## src/hps_pkg.sv

```systemverilog
package hps_pkg;

	////////////////////////////////////////////////////////////////////////////
	// Widths

	// Screen dimension and window edge
	localparam int dim_w = 12;

	// Aspect value, top bit selects direct size
	localparam int ar_w = 13;

	// Host word
	localparam int io_w = 16;

	// Board LEDs
	localparam int led_w = 8;

	////////////////////////////////////////////////////////////////////////////
	// Reset defaults

	// 1920x1080 output until the host says otherwise
	localparam logic [dim_w-1:0] default_width  = 12'd1920;
	localparam logic [dim_w-1:0] default_height = 12'd1080;

	////////////////////////////////////////////////////////////////////////////
	// Host command opcodes

	typedef enum logic [7:0] {
		cmd_video_timing = 8'h20,
		cmd_led          = 8'h25,
		cmd_vset         = 8'h27,
		cmd_hset         = 8'h37,
		cmd_custom_ar    = 8'h3A
	} cmd_e;

endpackage

```

## src/hps_cmd_decoder.sv

```systemverilog
`timescale 1ns/1ps

module hps_cmd_decoder import hps_pkg::*; (
	input  logic             clk_sys,
	input  logic             resetd,
	input  logic             i_io_uio,
	input  logic             i_io_clk,
	input  logic [io_w-1:0]  i_io_din,
	input  logic [led_w-1:0] i_led_status,
	output logic [led_w-1:0] o_led,
	output logic [dim_w-1:0] o_width,
	output logic [dim_w-1:0] o_height,
	output logic [dim_w-1:0] o_vset,
	output logic [dim_w-1:0] o_hset,
	output logic             o_freescale,
	output logic [ar_w-1:0]  o_arc1x,
	output logic [ar_w-1:0]  o_arc1y,
	output logic [ar_w-1:0]  o_arc2x,
	output logic [ar_w-1:0]  o_arc2y
);

	logic             io_clk_s;
	logic             io_clk_q;
	logic             io_word;
	logic             has_cmd;
	cmd_e             cmd;
	logic [7:0]       cnt;
	logic [led_w-1:0] led_mask;
	logic [led_w-1:0] led_state;

	// Rising edge of the sampled strobe carries one word
	assign io_word = io_clk_s & ~io_clk_q;

	// Override bits where the mask is set, board status elsewhere
	assign o_led = (led_mask & led_state) | (~led_mask & i_led_status);

	always_ff @(posedge clk_sys) begin
		if (resetd) begin
			io_clk_s <= 1'b0;
			io_clk_q <= 1'b0;
		end else begin
			io_clk_s <= i_io_clk;
			io_clk_q <= io_clk_s;
		end
	end

	always_ff @(posedge clk_sys) begin
		if (resetd) begin
			has_cmd     <= 1'b0;
			cnt         <= '0;
			led_mask    <= '0;
			led_state   <= '0;
			o_width     <= default_width;
			o_height    <= default_height;
			o_vset      <= '0;
			o_hset      <= '0;
			o_freescale <= 1'b0;
			o_arc1x     <= '0;
			o_arc1y     <= '0;
			o_arc2x     <= '0;
			o_arc2y     <= '0;
		end else if (!i_io_uio) begin
			// Frame closed
			has_cmd <= 1'b0;
			cnt     <= '0;
		end else if (io_word) begin
			if (!has_cmd) begin
				// First word of the frame is the opcode
				has_cmd <= 1'b1;
				cmd     <= cmd_e'(i_io_din[7:0]);
				cnt     <= '0;
			end else begin
				if (cnt != '1)
					cnt <= cnt + 1'b1;
				case (cmd)
					cmd_video_timing: begin
						// Only active width and height are kept
						if (cnt == 8'd0)
							o_width <= i_io_din[dim_w-1:0];
						if (cnt == 8'd4)
							o_height <= i_io_din[dim_w-1:0];
					end
					cmd_led: begin
						led_mask  <= i_io_din[2*led_w-1:led_w];
						led_state <= i_io_din[led_w-1:0];
					end
					cmd_vset: o_vset <= i_io_din[dim_w-1:0];
					cmd_hset: begin
						o_freescale <= i_io_din[io_w-1];
						o_hset      <= i_io_din[dim_w-1:0];
					end
					cmd_custom_ar: begin
						case (cnt)
							8'd0: o_arc1x <= i_io_din[ar_w-1:0];
							8'd1: o_arc1y <= i_io_din[ar_w-1:0];
							8'd2: o_arc2x <= i_io_din[ar_w-1:0];
							8'd3: o_arc2y <= i_io_din[ar_w-1:0];
							default: ;
						endcase
					end
					default: ;
				endcase
			end
		end
	end

endmodule

```

## src/ar_muldiv.sv

```systemverilog
`timescale 1ns/1ps

module ar_muldiv import hps_pkg::*; (
	input  logic             clk_sys,
	input  logic             resetd,
	input  logic             i_start,
	input  logic [dim_w-1:0] i_mul1,
	input  logic [dim_w-1:0] i_mul2,
	input  logic [dim_w-1:0] i_div,
	output logic             o_busy,
	output logic [dim_w-1:0] o_result
);

	localparam int prod_w = 2 * dim_w;
	localparam int cnt_w  = $clog2(prod_w + 1);

	logic [prod_w-1:0] quo;
	logic [dim_w-1:0]  rem;
	logic [dim_w-1:0]  div_r;
	logic [dim_w:0]    rem_sh;
	logic [dim_w:0]    rem_sub;
	logic [cnt_w-1:0]  bit_cnt;

	// Next dividend bit shifted into the partial remainder
	assign rem_sh  = {rem, quo[prod_w-1]};
	assign rem_sub = rem_sh - {1'b0, div_r};

	// Truncated quotient, low bits only
	assign o_result = quo[dim_w-1:0];

	always_ff @(posedge clk_sys) begin
		if (resetd) begin
			o_busy  <= 1'b0;
			bit_cnt <= '0;
		end else if (i_start) begin
			o_busy  <= 1'b1;
			bit_cnt <= cnt_w'(prod_w);
		end else if (o_busy) begin
			bit_cnt <= bit_cnt - 1'b1;
			if (bit_cnt == cnt_w'(1))
				o_busy <= 1'b0;
		end
	end

	// Product on start, then one quotient bit per cycle
	always_ff @(posedge clk_sys) begin
		if (i_start) begin
			quo   <= i_mul1 * i_mul2;
			div_r <= i_div;
			rem   <= '0;
		end else if (o_busy) begin
			if (rem_sh >= {1'b0, div_r}) begin
				rem <= rem_sub[dim_w-1:0];
				quo <= {quo[prod_w-2:0], 1'b1};
			end else begin
				rem <= rem_sh[dim_w-1:0];
				quo <= {quo[prod_w-2:0], 1'b0};
			end
		end
	end

endmodule

```

## src/video_window_calc.sv

```systemverilog
`timescale 1ns/1ps

module video_window_calc import hps_pkg::*; (
	input  logic             clk_sys,
	input  logic             resetd,
	input  logic [dim_w-1:0] i_width,
	input  logic [dim_w-1:0] i_height,
	input  logic [dim_w-1:0] i_vset,
	input  logic [dim_w-1:0] i_hset,
	input  logic             i_freescale,
	input  logic [ar_w-1:0]  i_arx,
	input  logic [ar_w-1:0]  i_ary,
	input  logic [ar_w-1:0]  i_arc1x,
	input  logic [ar_w-1:0]  i_arc1y,
	input  logic [ar_w-1:0]  i_arc2x,
	input  logic [ar_w-1:0]  i_arc2y,
	output logic [dim_w-1:0] o_hmin,
	output logic [dim_w-1:0] o_hmax,
	output logic [dim_w-1:0] o_vmin,
	output logic [dim_w-1:0] o_vmax
);

	logic [dim_w-1:0] hdmi_width;
	logic [dim_w-1:0] hdmi_height;
	logic [dim_w-1:0] arx;
	logic [dim_w-1:0] ary;
	logic             xy;
	logic [dim_w-1:0] wcalc;
	logic [dim_w-1:0] hcalc;
	logic [dim_w-1:0] videow;
	logic [dim_w-1:0] videoh;
	logic [dim_w-1:0] h_off;
	logic [dim_w-1:0] v_off;
	logic [2:0]       step;
	logic             md_start;
	logic             md_busy;
	logic [dim_w-1:0] md_mul1;
	logic [dim_w-1:0] md_mul2;
	logic [dim_w-1:0] md_div;
	logic [dim_w-1:0] md_res;

	// Centering offsets against the full timing size
	assign h_off = (i_width - videow) >> 1;
	assign v_off = (i_height - videoh) >> 1;

	ar_muldiv u_muldiv (
		.clk_sys  (clk_sys),
		.resetd   (resetd),
		.i_start  (md_start),
		.i_mul1   (md_mul1),
		.i_mul2   (md_mul2),
		.i_div    (md_div),
		.o_busy   (md_busy),
		.o_result (md_res)
	);

	// Output size limits and aspect selection
	always_ff @(posedge clk_sys) begin
		hdmi_width  <= (i_hset != '0 && i_hset < i_width) ? i_hset : i_width;
		hdmi_height <= (i_vset != '0 && i_vset < i_height) ? i_vset : i_height;

		if (i_ary == '0) begin
			if (i_arx == ar_w'(1)) begin
				arx <= i_arc1x[dim_w-1:0];
				ary <= i_arc1y[dim_w-1:0];
				xy  <= i_arc1x[ar_w-1] | i_arc1y[ar_w-1];
			end else if (i_arx == ar_w'(2)) begin
				arx <= i_arc2x[dim_w-1:0];
				ary <= i_arc2y[dim_w-1:0];
				xy  <= i_arc2x[ar_w-1] | i_arc2y[ar_w-1];
			end else begin
				arx <= '0;
				ary <= '0;
				xy  <= 1'b0;
			end
		end else begin
			arx <= i_arx[dim_w-1:0];
			ary <= i_ary[dim_w-1:0];
			xy  <= i_arx[ar_w-1] | i_ary[ar_w-1];
		end
	end

	////////////////////////////////////////////////////////////////////////////
	// Step loop, runs continuously

	always_ff @(posedge clk_sys) begin
		if (resetd) begin
			step     <= '0;
			md_start <= 1'b0;
			o_hmin   <= '0;
			o_hmax   <= '0;
			o_vmin   <= '0;
			o_vmax   <= '0;
		end else begin
			md_start <= 1'b0;
			step     <= step + 1'b1;
			case (step)
				3'd0: begin
					if (i_freescale || arx == '0 || ary == '0) begin
						wcalc <= hdmi_width;
						hcalc <= hdmi_height;
						step  <= 3'd6;
					end else if (xy) begin
						// Direct size
						wcalc <= arx;
						hcalc <= ary;
						step  <= 3'd6;
					end
				end
				3'd1: begin
					md_mul1  <= hdmi_height;
					md_mul2  <= arx;
					md_div   <= ary;
					md_start <= 1'b1;
				end
				3'd2: begin
					wcalc <= md_res;
					if (md_start || md_busy)
						step <= 3'd2;
				end
				3'd3: begin
					md_mul1  <= hdmi_width;
					md_mul2  <= ary;
					md_div   <= arx;
					md_start <= 1'b1;
				end
				3'd4: begin
					hcalc <= md_res;
					if (md_start || md_busy)
						step <= 3'd4;
				end
				3'd6: begin
					// Clamp to output limits
					videow <= (wcalc > hdmi_width) ? hdmi_width : wcalc;
					videoh <= (hcalc > hdmi_height) ? hdmi_height : hcalc;
				end
				3'd7: begin
					o_hmin <= h_off;
					o_hmax <= h_off + videow - 1'b1;
					o_vmin <= v_off;
					o_vmax <= v_off + videoh - 1'b1;
				end
				default: ;
			endcase
		end
	end

endmodule

```

## src/sync_polarity_fix.sv

```systemverilog
`timescale 1ns/1ps

module sync_polarity_fix #(
	parameter int sync_cnt_w = 16
) (
	input  logic clk_sys,
	input  logic resetd,
	input  logic i_sync,
	output logic o_sync
);

	logic                  s1;
	logic                  s2;
	logic                  pol;
	logic [sync_cnt_w-1:0] cnt;
	logic [sync_cnt_w-1:0] len_hi;
	logic [sync_cnt_w-1:0] len_lo;

	// Active-high out whatever the input polarity
	assign o_sync = i_sync ^ pol;

	always_ff @(posedge clk_sys) begin
		if (resetd) begin
			s1     <= 1'b0;
			s2     <= 1'b0;
			cnt    <= '0;
			len_hi <= '0;
			len_lo <= '0;
			pol    <= 1'b0;
		end else begin
			s1 <= i_sync;
			s2 <= s1;

			// Phase lengths latched at each edge
			if (~s2 & s1)
				len_lo <= cnt;
			if (s2 & ~s1)
				len_hi <= cnt;

			if (s2 != s1)
				cnt <= '0;
			else if (cnt != '1)
				cnt <= cnt + 1'b1;

			// Longer high phase means the pulse is low
			pol <= len_hi > len_lo;
		end
	end

endmodule

```

## src/hps_video_top.sv

```systemverilog
`timescale 1ns/1ps

module hps_video_top import hps_pkg::*; #(
	parameter int sync_cnt_w = 16
) (
	input  logic             clk_sys,
	input  logic             resetd,
	input  logic             i_io_uio,
	input  logic             i_io_clk,
	input  logic [io_w-1:0]  i_io_din,
	input  logic [ar_w-1:0]  i_arx,
	input  logic [ar_w-1:0]  i_ary,
	input  logic [led_w-1:0] i_led_status,
	input  logic             i_hs_raw,
	output logic [led_w-1:0] o_led,
	output logic [dim_w-1:0] o_hmin,
	output logic [dim_w-1:0] o_hmax,
	output logic [dim_w-1:0] o_vmin,
	output logic [dim_w-1:0] o_vmax,
	output logic             o_hs_fixed
);

	logic [dim_w-1:0] width;
	logic [dim_w-1:0] height;
	logic [dim_w-1:0] vset;
	logic [dim_w-1:0] hset;
	logic             freescale;
	logic [ar_w-1:0]  arc1x;
	logic [ar_w-1:0]  arc1y;
	logic [ar_w-1:0]  arc2x;
	logic [ar_w-1:0]  arc2y;

	////////////////////////////////////////////////////////////////////////////
	// Host command port

	hps_cmd_decoder u_cmd_decoder (
		.clk_sys      (clk_sys),
		.resetd       (resetd),
		.i_io_uio     (i_io_uio),
		.i_io_clk     (i_io_clk),
		.i_io_din     (i_io_din),
		.i_led_status (i_led_status),
		.o_led        (o_led),
		.o_width      (width),
		.o_height     (height),
		.o_vset       (vset),
		.o_hset       (hset),
		.o_freescale  (freescale),
		.o_arc1x      (arc1x),
		.o_arc1y      (arc1y),
		.o_arc2x      (arc2x),
		.o_arc2y      (arc2y)
	);

	////////////////////////////////////////////////////////////////////////////
	// Display window

	video_window_calc u_window_calc (
		.clk_sys     (clk_sys),
		.resetd      (resetd),
		.i_width     (width),
		.i_height    (height),
		.i_vset      (vset),
		.i_hset      (hset),
		.i_freescale (freescale),
		.i_arx       (i_arx),
		.i_ary       (i_ary),
		.i_arc1x     (arc1x),
		.i_arc1y     (arc1y),
		.i_arc2x     (arc2x),
		.i_arc2y     (arc2y),
		.o_hmin      (o_hmin),
		.o_hmax      (o_hmax),
		.o_vmin      (o_vmin),
		.o_vmax      (o_vmax)
	);

	// Horizontal sync made active-high
	sync_polarity_fix #(
		.sync_cnt_w (sync_cnt_w)
	) u_hs_fix (
		.clk_sys (clk_sys),
		.resetd  (resetd),
		.i_sync  (i_hs_raw),
		.o_sync  (o_hs_fixed)
	);

endmodule

```

## config.mk

```make
export PLATFORM = sky130hd
export DESIGN_NAME = hps_video_top
export DESIGN_NICKNAME = d
export VERILOG_FILES = /design/src/hps_pkg.sv /design/src/hps_cmd_decoder.sv /design/src/ar_muldiv.sv /design/src/video_window_calc.sv /design/src/sync_polarity_fix.sv /design/src/hps_video_top.sv
export SDC_FILE = /design/constraint.sdc
export NUM_CORES = 1
export LEC_CHECK = 0
export BUFFER_PORTS_ARGS = -buffer_cell sky130_fd_sc_hd__buf_2
export CORE_ASPECT_RATIO = 0.9
export CORE_MARGIN = 2
export CORE_UTILIZATION = 57
export DETAILED_ROUTE_END_ITERATION = 10
export PLACE_DENSITY = 0.89
export SYNTH_ARGS = -nofsm -noshare
export SYNTH_HDL_FRONTEND = slang
export SYNTH_SLANG_ARGS = --single-unit
```

## constraint.sdc

```tcl
create_clock -name clk_sys -period 4.8 [get_ports clk_sys]
set_input_delay 0 -clock clk_sys [delete_from_list [all_inputs] [get_ports clk_sys]]
set_output_delay 0 -clock clk_sys [all_outputs]
set_load 0.01 [all_outputs]
```

==> results of run 1 <==
worst max-delay path, cell delays in order (launching register included):
cell and delay [ns]:
edfxtp_1 0.50, buf_6 0.17, buf_6 0.11, and2_4 0.15
fa_1 0.48, fa_1 0.56, fa_1 0.43, fa_2 0.58
inv_2 0.05, fa_1 0.50, inv_1 0.06, ha_2 0.18
a21oi_2 0.13, o21ai_2 0.11, or3_4 0.40, o21bai_4 0.19
buf_6 0.15, a41oi_4 0.13, o311ai_2 0.15
power by group through the flow:
stage               clock (mW)  sequential (mW)  combinational (mW)
floorplan                    0             4.44                8.55
detailed placement           0             4.60                12.3
global placement             0             4.58                11.8
CTS                       3.68             4.51                14.1
global route              3.82             4.54                18.1
finish                    3.68             4.52                17.0
layout by cell type, fill, tap and decap left out, types with 77 or more instances in the layout:
cell type,n
dfxtp_1,295
fa_1,98
nand2_1,231
buf_4,100
mux2_2,92
mux2i_1,175
nor2_1,254
buf_2,110
o21ai_0,115
inv_1,294
edfxtp_1,128
ha_1,197
a21oi_1,77
synthesized netlist by cell type, types with 35 or more instances:
library cell,n
inv_1,303
dfxtp_1,296
nor2_1,257
nand2_1,239
ha_1,213
mux2i_1,175
edfxtp_1,128
o21ai_0,119
fa_1,105
clkbuf_1,94
mux2_2,94
a21oi_1,85
and2_1,56
xnor2_1,40
nor3_1,38
a21o_1,35
cell families after synthesis:
| kind of cell | after synthesis |
|---|---|
| simple gates | 767 |
| other cells | 1 |
| mux | 269 |
| flops | 424 |
| buf+inv | 429 |
| compound gates | 405 |
| xor+xnor | 73 |
| fa+ha+maj | 318 |
metal layers:
metal / part of all wire / vias to the layer above / routed length (µm)
met5: 0.00025 / - / 18
met4: 0.041 / 2 / 2950
met3: 0.087 / 234 / 6210
met2: 0.47 / 1091 / 33600
met1: 0.40 / 10212 / 28500
li1: - / 9553 / -
cell type report:
| class | instances | share of cell area |
|---|---|---|
| sequential | 424 | 0.324 |
| timing repair buffer | 277 | 0.0659 |
| inverter | 303 | 0.0377 |
| antenna | 1 | 0.0000829 |
| multi-input combinational | 1834 | 0.495 |
| tap | 608 | 0.0252 |
| clock inverter | 20 | 0.00767 |
| clock buffer | 62 | 0.0446 |
worst min-delay path by stage:
| stage | slack, ns | end | cells after the start |
|---|---|---|---|
| floorplan | 0.08 | o_hs_fixed | 1 |
| global placement | 0.22 | u_window_calc.ary[7] | 2 |
| detailed placement | 0.23 | u_window_calc.ary[7] | 2 |
| CTS | 0.16 | u_window_calc.ary[7] | 3 |
| global route | 0.19 | u_cmd_decoder.io_clk_s | 3 |
| finish | 0.19 | u_cmd_decoder.io_clk_s | 3 |
timing repair:
item,in CTS,in global routing
hold buffers,47,0
resized for setup,50,55
endpoints found under the setup margin,14,15
endpoints found under the hold margin,168,0
buffers inserted,26,15
pin swaps,34,57
through the flow:
stage,util,std cells,setup TNS [ns]
global route,0.669,3529,-5.43
finish,0.669,3529,-3.89
floorplan,-,2687,0
CTS,0.662,3514,-2.32
detailed placement,0.607,3359,-3.45
global placement,0.607,3359,-2.44
sequential cells by signal, summed over array words and instances (netlist names), 13 cells and up:
signal	count
u_hs_fix.len_lo	16
u_cmd_decoder.o_arc2y	13
u_hs_fix.len_hi	16
u_cmd_decoder.o_arc2x	13
u_hs_fix.cnt	16
u_cmd_decoder.o_arc1y	13
u_window_calc.u_muldiv.quo	24
u_cmd_decoder.o_arc1x	13
==> reports/qor.yml, run 1 <==
finalHoldViolCount: 0
dieWidth_um: 229
synth_cell_type_count: 74
route.detailed.drc: 0
crit_fanout: 4
port_buffers: 109
cts_buffer_depth: 3
synth_warnings: 0
drive_gt1_frac: 0.174
rsz0062_at_grt: "true"
required_ns: 5.19
avgSynthCellArea_um2: 9.63
grt_use_met2: 0.500
coreArea_um2: 45100
critPathLaunch: "u_window_calc.md_mul1[6]"
violations: "setup timing"
synthSimpleGateAreaFrac: 0.139
finish.instance_area_um2: 30200
start_kind: "flip-flop"
reg2reg_to: "u_window_calc.u_muldiv.quo[22]"
post-route-period-util: 1.09
initial_core_util: 0.574
antenna_found_initial: 2
cts.sinks: 424
rrSetupSlack_ns: -0.43
grt_use_total: 0.296
synth_edf_count: 128
combPwrFrac: 0.674
cts_htree_levels: 2
synth.area.mux_share: 0.109
syn_area_um2: 25900
nFillCells: 3162
met3_usage: 0.0497
pwr-share-clk: 0.146
total_power_mw: 25.2
clk_pin_slew_ns: 0.07
ys_ff_latch: 424
status: "finished, violations left"
grt_pass1_vias: 21245
first_iter_violations: 2206
hold_class: "input port to flip-flop"
period_needed_ns: 5.23
power.switching_mw: 10.9
ant_nets: 0
p_leak_nw: 13.3
arrival_ns: 5.62
rows: 74
dp_slack_ns: -0.442
worstSkewPairLatency_ns: 0.59
worstHoldStart: "i_io_clk"
finalWirelength_um: 71300
ios: 112
criticalPathCategory: "flip-flop to flip-flop"
dpl.hpwl_um: 48700
maxCapViolations: 0
max_slew_margin: 0.182
syn_inst: 2686
gp_congestion: 0.967
fmax_ghz: 0.191
dieArea_um2: 47100
multi_input_area_um2: 15000
synth_top_family_by_area: "adder cells"
synth_top_area_frac: 0.229
drt-wirelength-per-cell_um: 20.2
r2r-start: "u_window_calc.md_mul1[6]"
endpoint_kind: "flip-flop"
syn_to_final_growth_pct: 16.7
cts_tree: "done"
yosysSeqAreaShare: 0.378
fin_skew_ns: 0.0197
setup_viol: 12
grt_pass1_wl_um: 112000
viasPerCell: 5.98
seqCellArea_um2: 9770
seq_power_share: 0.180
crit_end: "u_window_calc.u_muldiv.quo[22]"
ir_drop_mv: 1.69
vias: 21092
fin_ws_ns: -0.428
slew_violations: 0
p_per_area_nw_per_um2: 834
busiest_layer: "met2"
synthAdderAreaFrac: 0.184
first_pass_iters: 5
tightest_slew_ns: 1.23
nets: 3257
yosysTopAreaCell: "dfxtp_1"
async_flop_share: 0
grt_util_met1: 0.383
cts_root_buffer: "clkbuf_16"
synth-xor-area-share: 0.0247
synth_top_flop_cell: "dfxtp_1"
grt_max_degree: 99
p_int_mw: 14.3
holdWs_ns: 0.191
die_h_um: 206
cts_made_buffers: 44
synth_area_leaders: "dfxtp_1 (23%), edfxtp_1 (15%), ha_1 (10%), fa_1 (8.1%), mux2i_1 (6.8%)"
r2r_cells: 18
switching_share: 0.434
place_area_um2: 27400
synth-compound-area-share: 0.101
grt_overflow: 0
Note: power is estimated with default switching activity, not from simulation.
==> run 2, diff against run 1 <==
- PLACE_DENSITY: 0.89 -> 0.78
- clock period: 4.8 -> 4.35 ns (I/O delays scaled with it)
==> run 2 against run 1 <==
Net effect:
- the run still ends with setup timing left
- critical path type unchanged
- setup slack worse by 0.25 ns
- critical path depth decreased by 1
- sequential share of layout area is 0.19 points lower
- clock power up 11%
- non-clock buffer count increased by 17
- die area unchanged
- maximum frequency rose by 4.1%
==> reports/qor.yml, run 2 (same netlist as run 1, synthesis figures left out) <==
cts_made_buffers: 46  # +4.5%
met3_usage: 0.0491  # -0.000552
ant_nets: 0  # unchanged
drive_gt1_frac: 0.179  # +0.00556
route.detailed.drc: 0  # unchanged
antennaDiodeCount: 0  # -1
max_slew_margin: 0.128  # -0.0539
grt_use_total: 0.286  # -0.0103
clk_pin_slew_ns: 0.06  # about the same
antenna_found_initial: 1  # -1
largest_reg_flops: 24  # unchanged
ir_drop_mv: 1.54  # -8.6%
largest-register: "u_window_calc.u_muldiv.quo"
cts_root_buffer: "clkbuf_16"
cts.sinks: 424  # unchanged
crit_fanout: 5  # +1
finalHoldViolCount: 0  # unchanged
cts_tree: "done"
viasPerCell: 5.81  # -2.7%
grt_util_met1: 0.391  # +0.00867
tightest_slew_ns: 1.31  # +0.0807 ns
criticalPathCategory: "flip-flop to flip-flop"
status: "finished, violations left"
holdWs_ns: 0.174  # -0.0166 ns
cp_slowest_cell: "fa_1"
nets: 3276  # +0.58%
finalWirelength_um: 68000  # -4.6%
dieWidth_um: 229  # unchanged
slew_violations: 0  # unchanged
arrival_ns: 5.34  # -0.28 ns
required_ns: 4.67  # -0.52 ns
drt-wirelength-per-cell_um: 19.2  # -5.2%
cpLargestDelayFamily: "adder cells"
grt_pass1_vias: 20187  # -5.0%
fin_skew_ns: 0.0265  # +0.00679 ns
start_kind: "flip-flop"
rsz0062_at_grt: "true"
p_leak_nw: 13.4  # +0.85%
grt_use_met2: 0.463  # -0.0377
cts_buffer_depth: 3  # unchanged
vias: 20636  # -2.2%
worstSkewPairLatency_ns: 0.60  # about the same
endpoint_kind: "flip-flop"
setup_viol: 16  # +4
fin_ws_ns: -0.674  # -0.246 ns
grt_pass1_wl_um: 107000  # -4.3%
ios: 112  # unchanged
maxCapViolations: 0  # unchanged
place_area_um2: 27600  # +0.75%
period_needed_ns: 5.02  # -0.204 ns
cts_htree_levels: 2  # unchanged
dieArea_um2: 47100  # unchanged
total_power_mw: 26.5  # +5.2%
finish.instance_area_um2: 30400  # +0.59%
final_cell_mix: "dfxtp_1 (295), inv_1 (288), nor2_1 (254), nand2_1 (228), ha_1 (197)"
busiest_layer: "met2"
dpl.hpwl_um: 48500  # -0.31%
grt_overflow: 0  # unchanged
cp_cell_sequence: "buf_6 > nand2_4 > fa_1 > fa_1 > fa_1 > inv_2 > fa_1 > inv_1 > fa_1 > inv_2 > ha_4 > a21oi_4 > o21a_1 > or3b_4 > a31oi_4 > o21a_1 > o31ai_1"
final_common_cell: "dfxtp_1"
fmax_ghz: 0.199  # +4.1%
p_per_area_nw_per_um2: 872  # +4.6%
gp_congestion: 0.954  # -1.4%
rows: 74  # unchanged
cp_slowest_stage_delay_ns: 0.54  # -0.04 ns
violations: "setup timing"
hold_class: "input port to flip-flop"
first_pass_iters: 8  # +3
initial_core_util: 0.574  # unchanged
syn_to_final_growth_pct: 17.4
coreArea_um2: 45100  # unchanged
first_iter_violations: 1911  # -13%
grt_max_degree: 115  # +16%
port_buffers: 109  # unchanged
die_h_um: 206  # unchanged
crit_buf_inv: 4  # -1
crit_top_cell: "fa_1"
post-route-period-util: 1.15  # +0.0658
run 2: cell types whose count changed in the layout (fill, tap and decap cells not counted), moves of 3 or more:
cell,previous run,this run
dlygate4sd3_1,47,57
buf_6,18,26
inv_1,294,288
inv_2,9,15
and2_1,51,46
and2_4,5,10
a31oi_4,4,1
clkbuf_1,6,9
nand2_1,231,228
run 2: worst min-delay path, cell delays in order:
cell,delay (ns)
dlygate4sd3_1,0.52
buf_2,0.09
nor2b_1,0.11
run 2: cell type report:
type / count / area, µm²
multi-input combinational: 1834 / 14900
fill: 3308 / 14700
sequential: 424 / 9770
timing repair buffer: 294 / 2170
clock buffer: 64 / 1330
inverter: 303 / 1140
tap: 608 / 761
clock inverter: 22 / 253
run 2: layer usage:
layer | share of wire | vias to the layer above
li1 | - | 9606
met1 | 0.43 | 10022
met2 | 0.46 | 880
met3 | 0.084 | 128
met4 | 0.027 | 0
met5 | 0 | -
run 2: final timing paths:
path                             from                         endpoint  slack (ns)  depth (start not counted)
min reg2reg   u_window_calc.md_div[2]  u_window_calc.u_muldiv.div_r[2]        0.42                          0
max reg2reg  u_window_calc.md_mul2[3]   u_window_calc.u_muldiv.quo[19]       -0.67                         17
min                          i_io_clk           u_cmd_decoder.io_clk_s        0.17                          3
max          u_window_calc.md_mul2[3]   u_window_calc.u_muldiv.quo[19]       -0.67                         17
run 2: timing repair:
| item | in CTS | in global routing |
|---|---|---|
| gates resized for setup | 71 | 33 |
| setup endpoints to repair | 17 | 17 |
| hold buffers | 57 | 0 |
| pin swaps | 48 | 32 |
| setup buffers | 25 | 12 |
| hold endpoints to repair | 192 | 0 |
run 2: power breakdown:
group          switching, mW  internal, mW  leakage, nW
Sequential             0.349          4.65         3.57
Clock                   1.69          2.41        0.781
Combinational           8.78          8.61         9.05
run 2: per-stage QoR:
step	utilization	worst slack, ns	setup TNS (ns)	std cells
floorplan	-	-0.418	-2.80	2687
global placement	0.611	-0.600	-7.30	3371
detailed placement	0.611	-0.685	-8.37	3371
CTS	0.669	-0.605	-7.51	3538
global route	0.673	-0.750	-10.08	3549
finish	0.673	-0.674	-8.26	3549
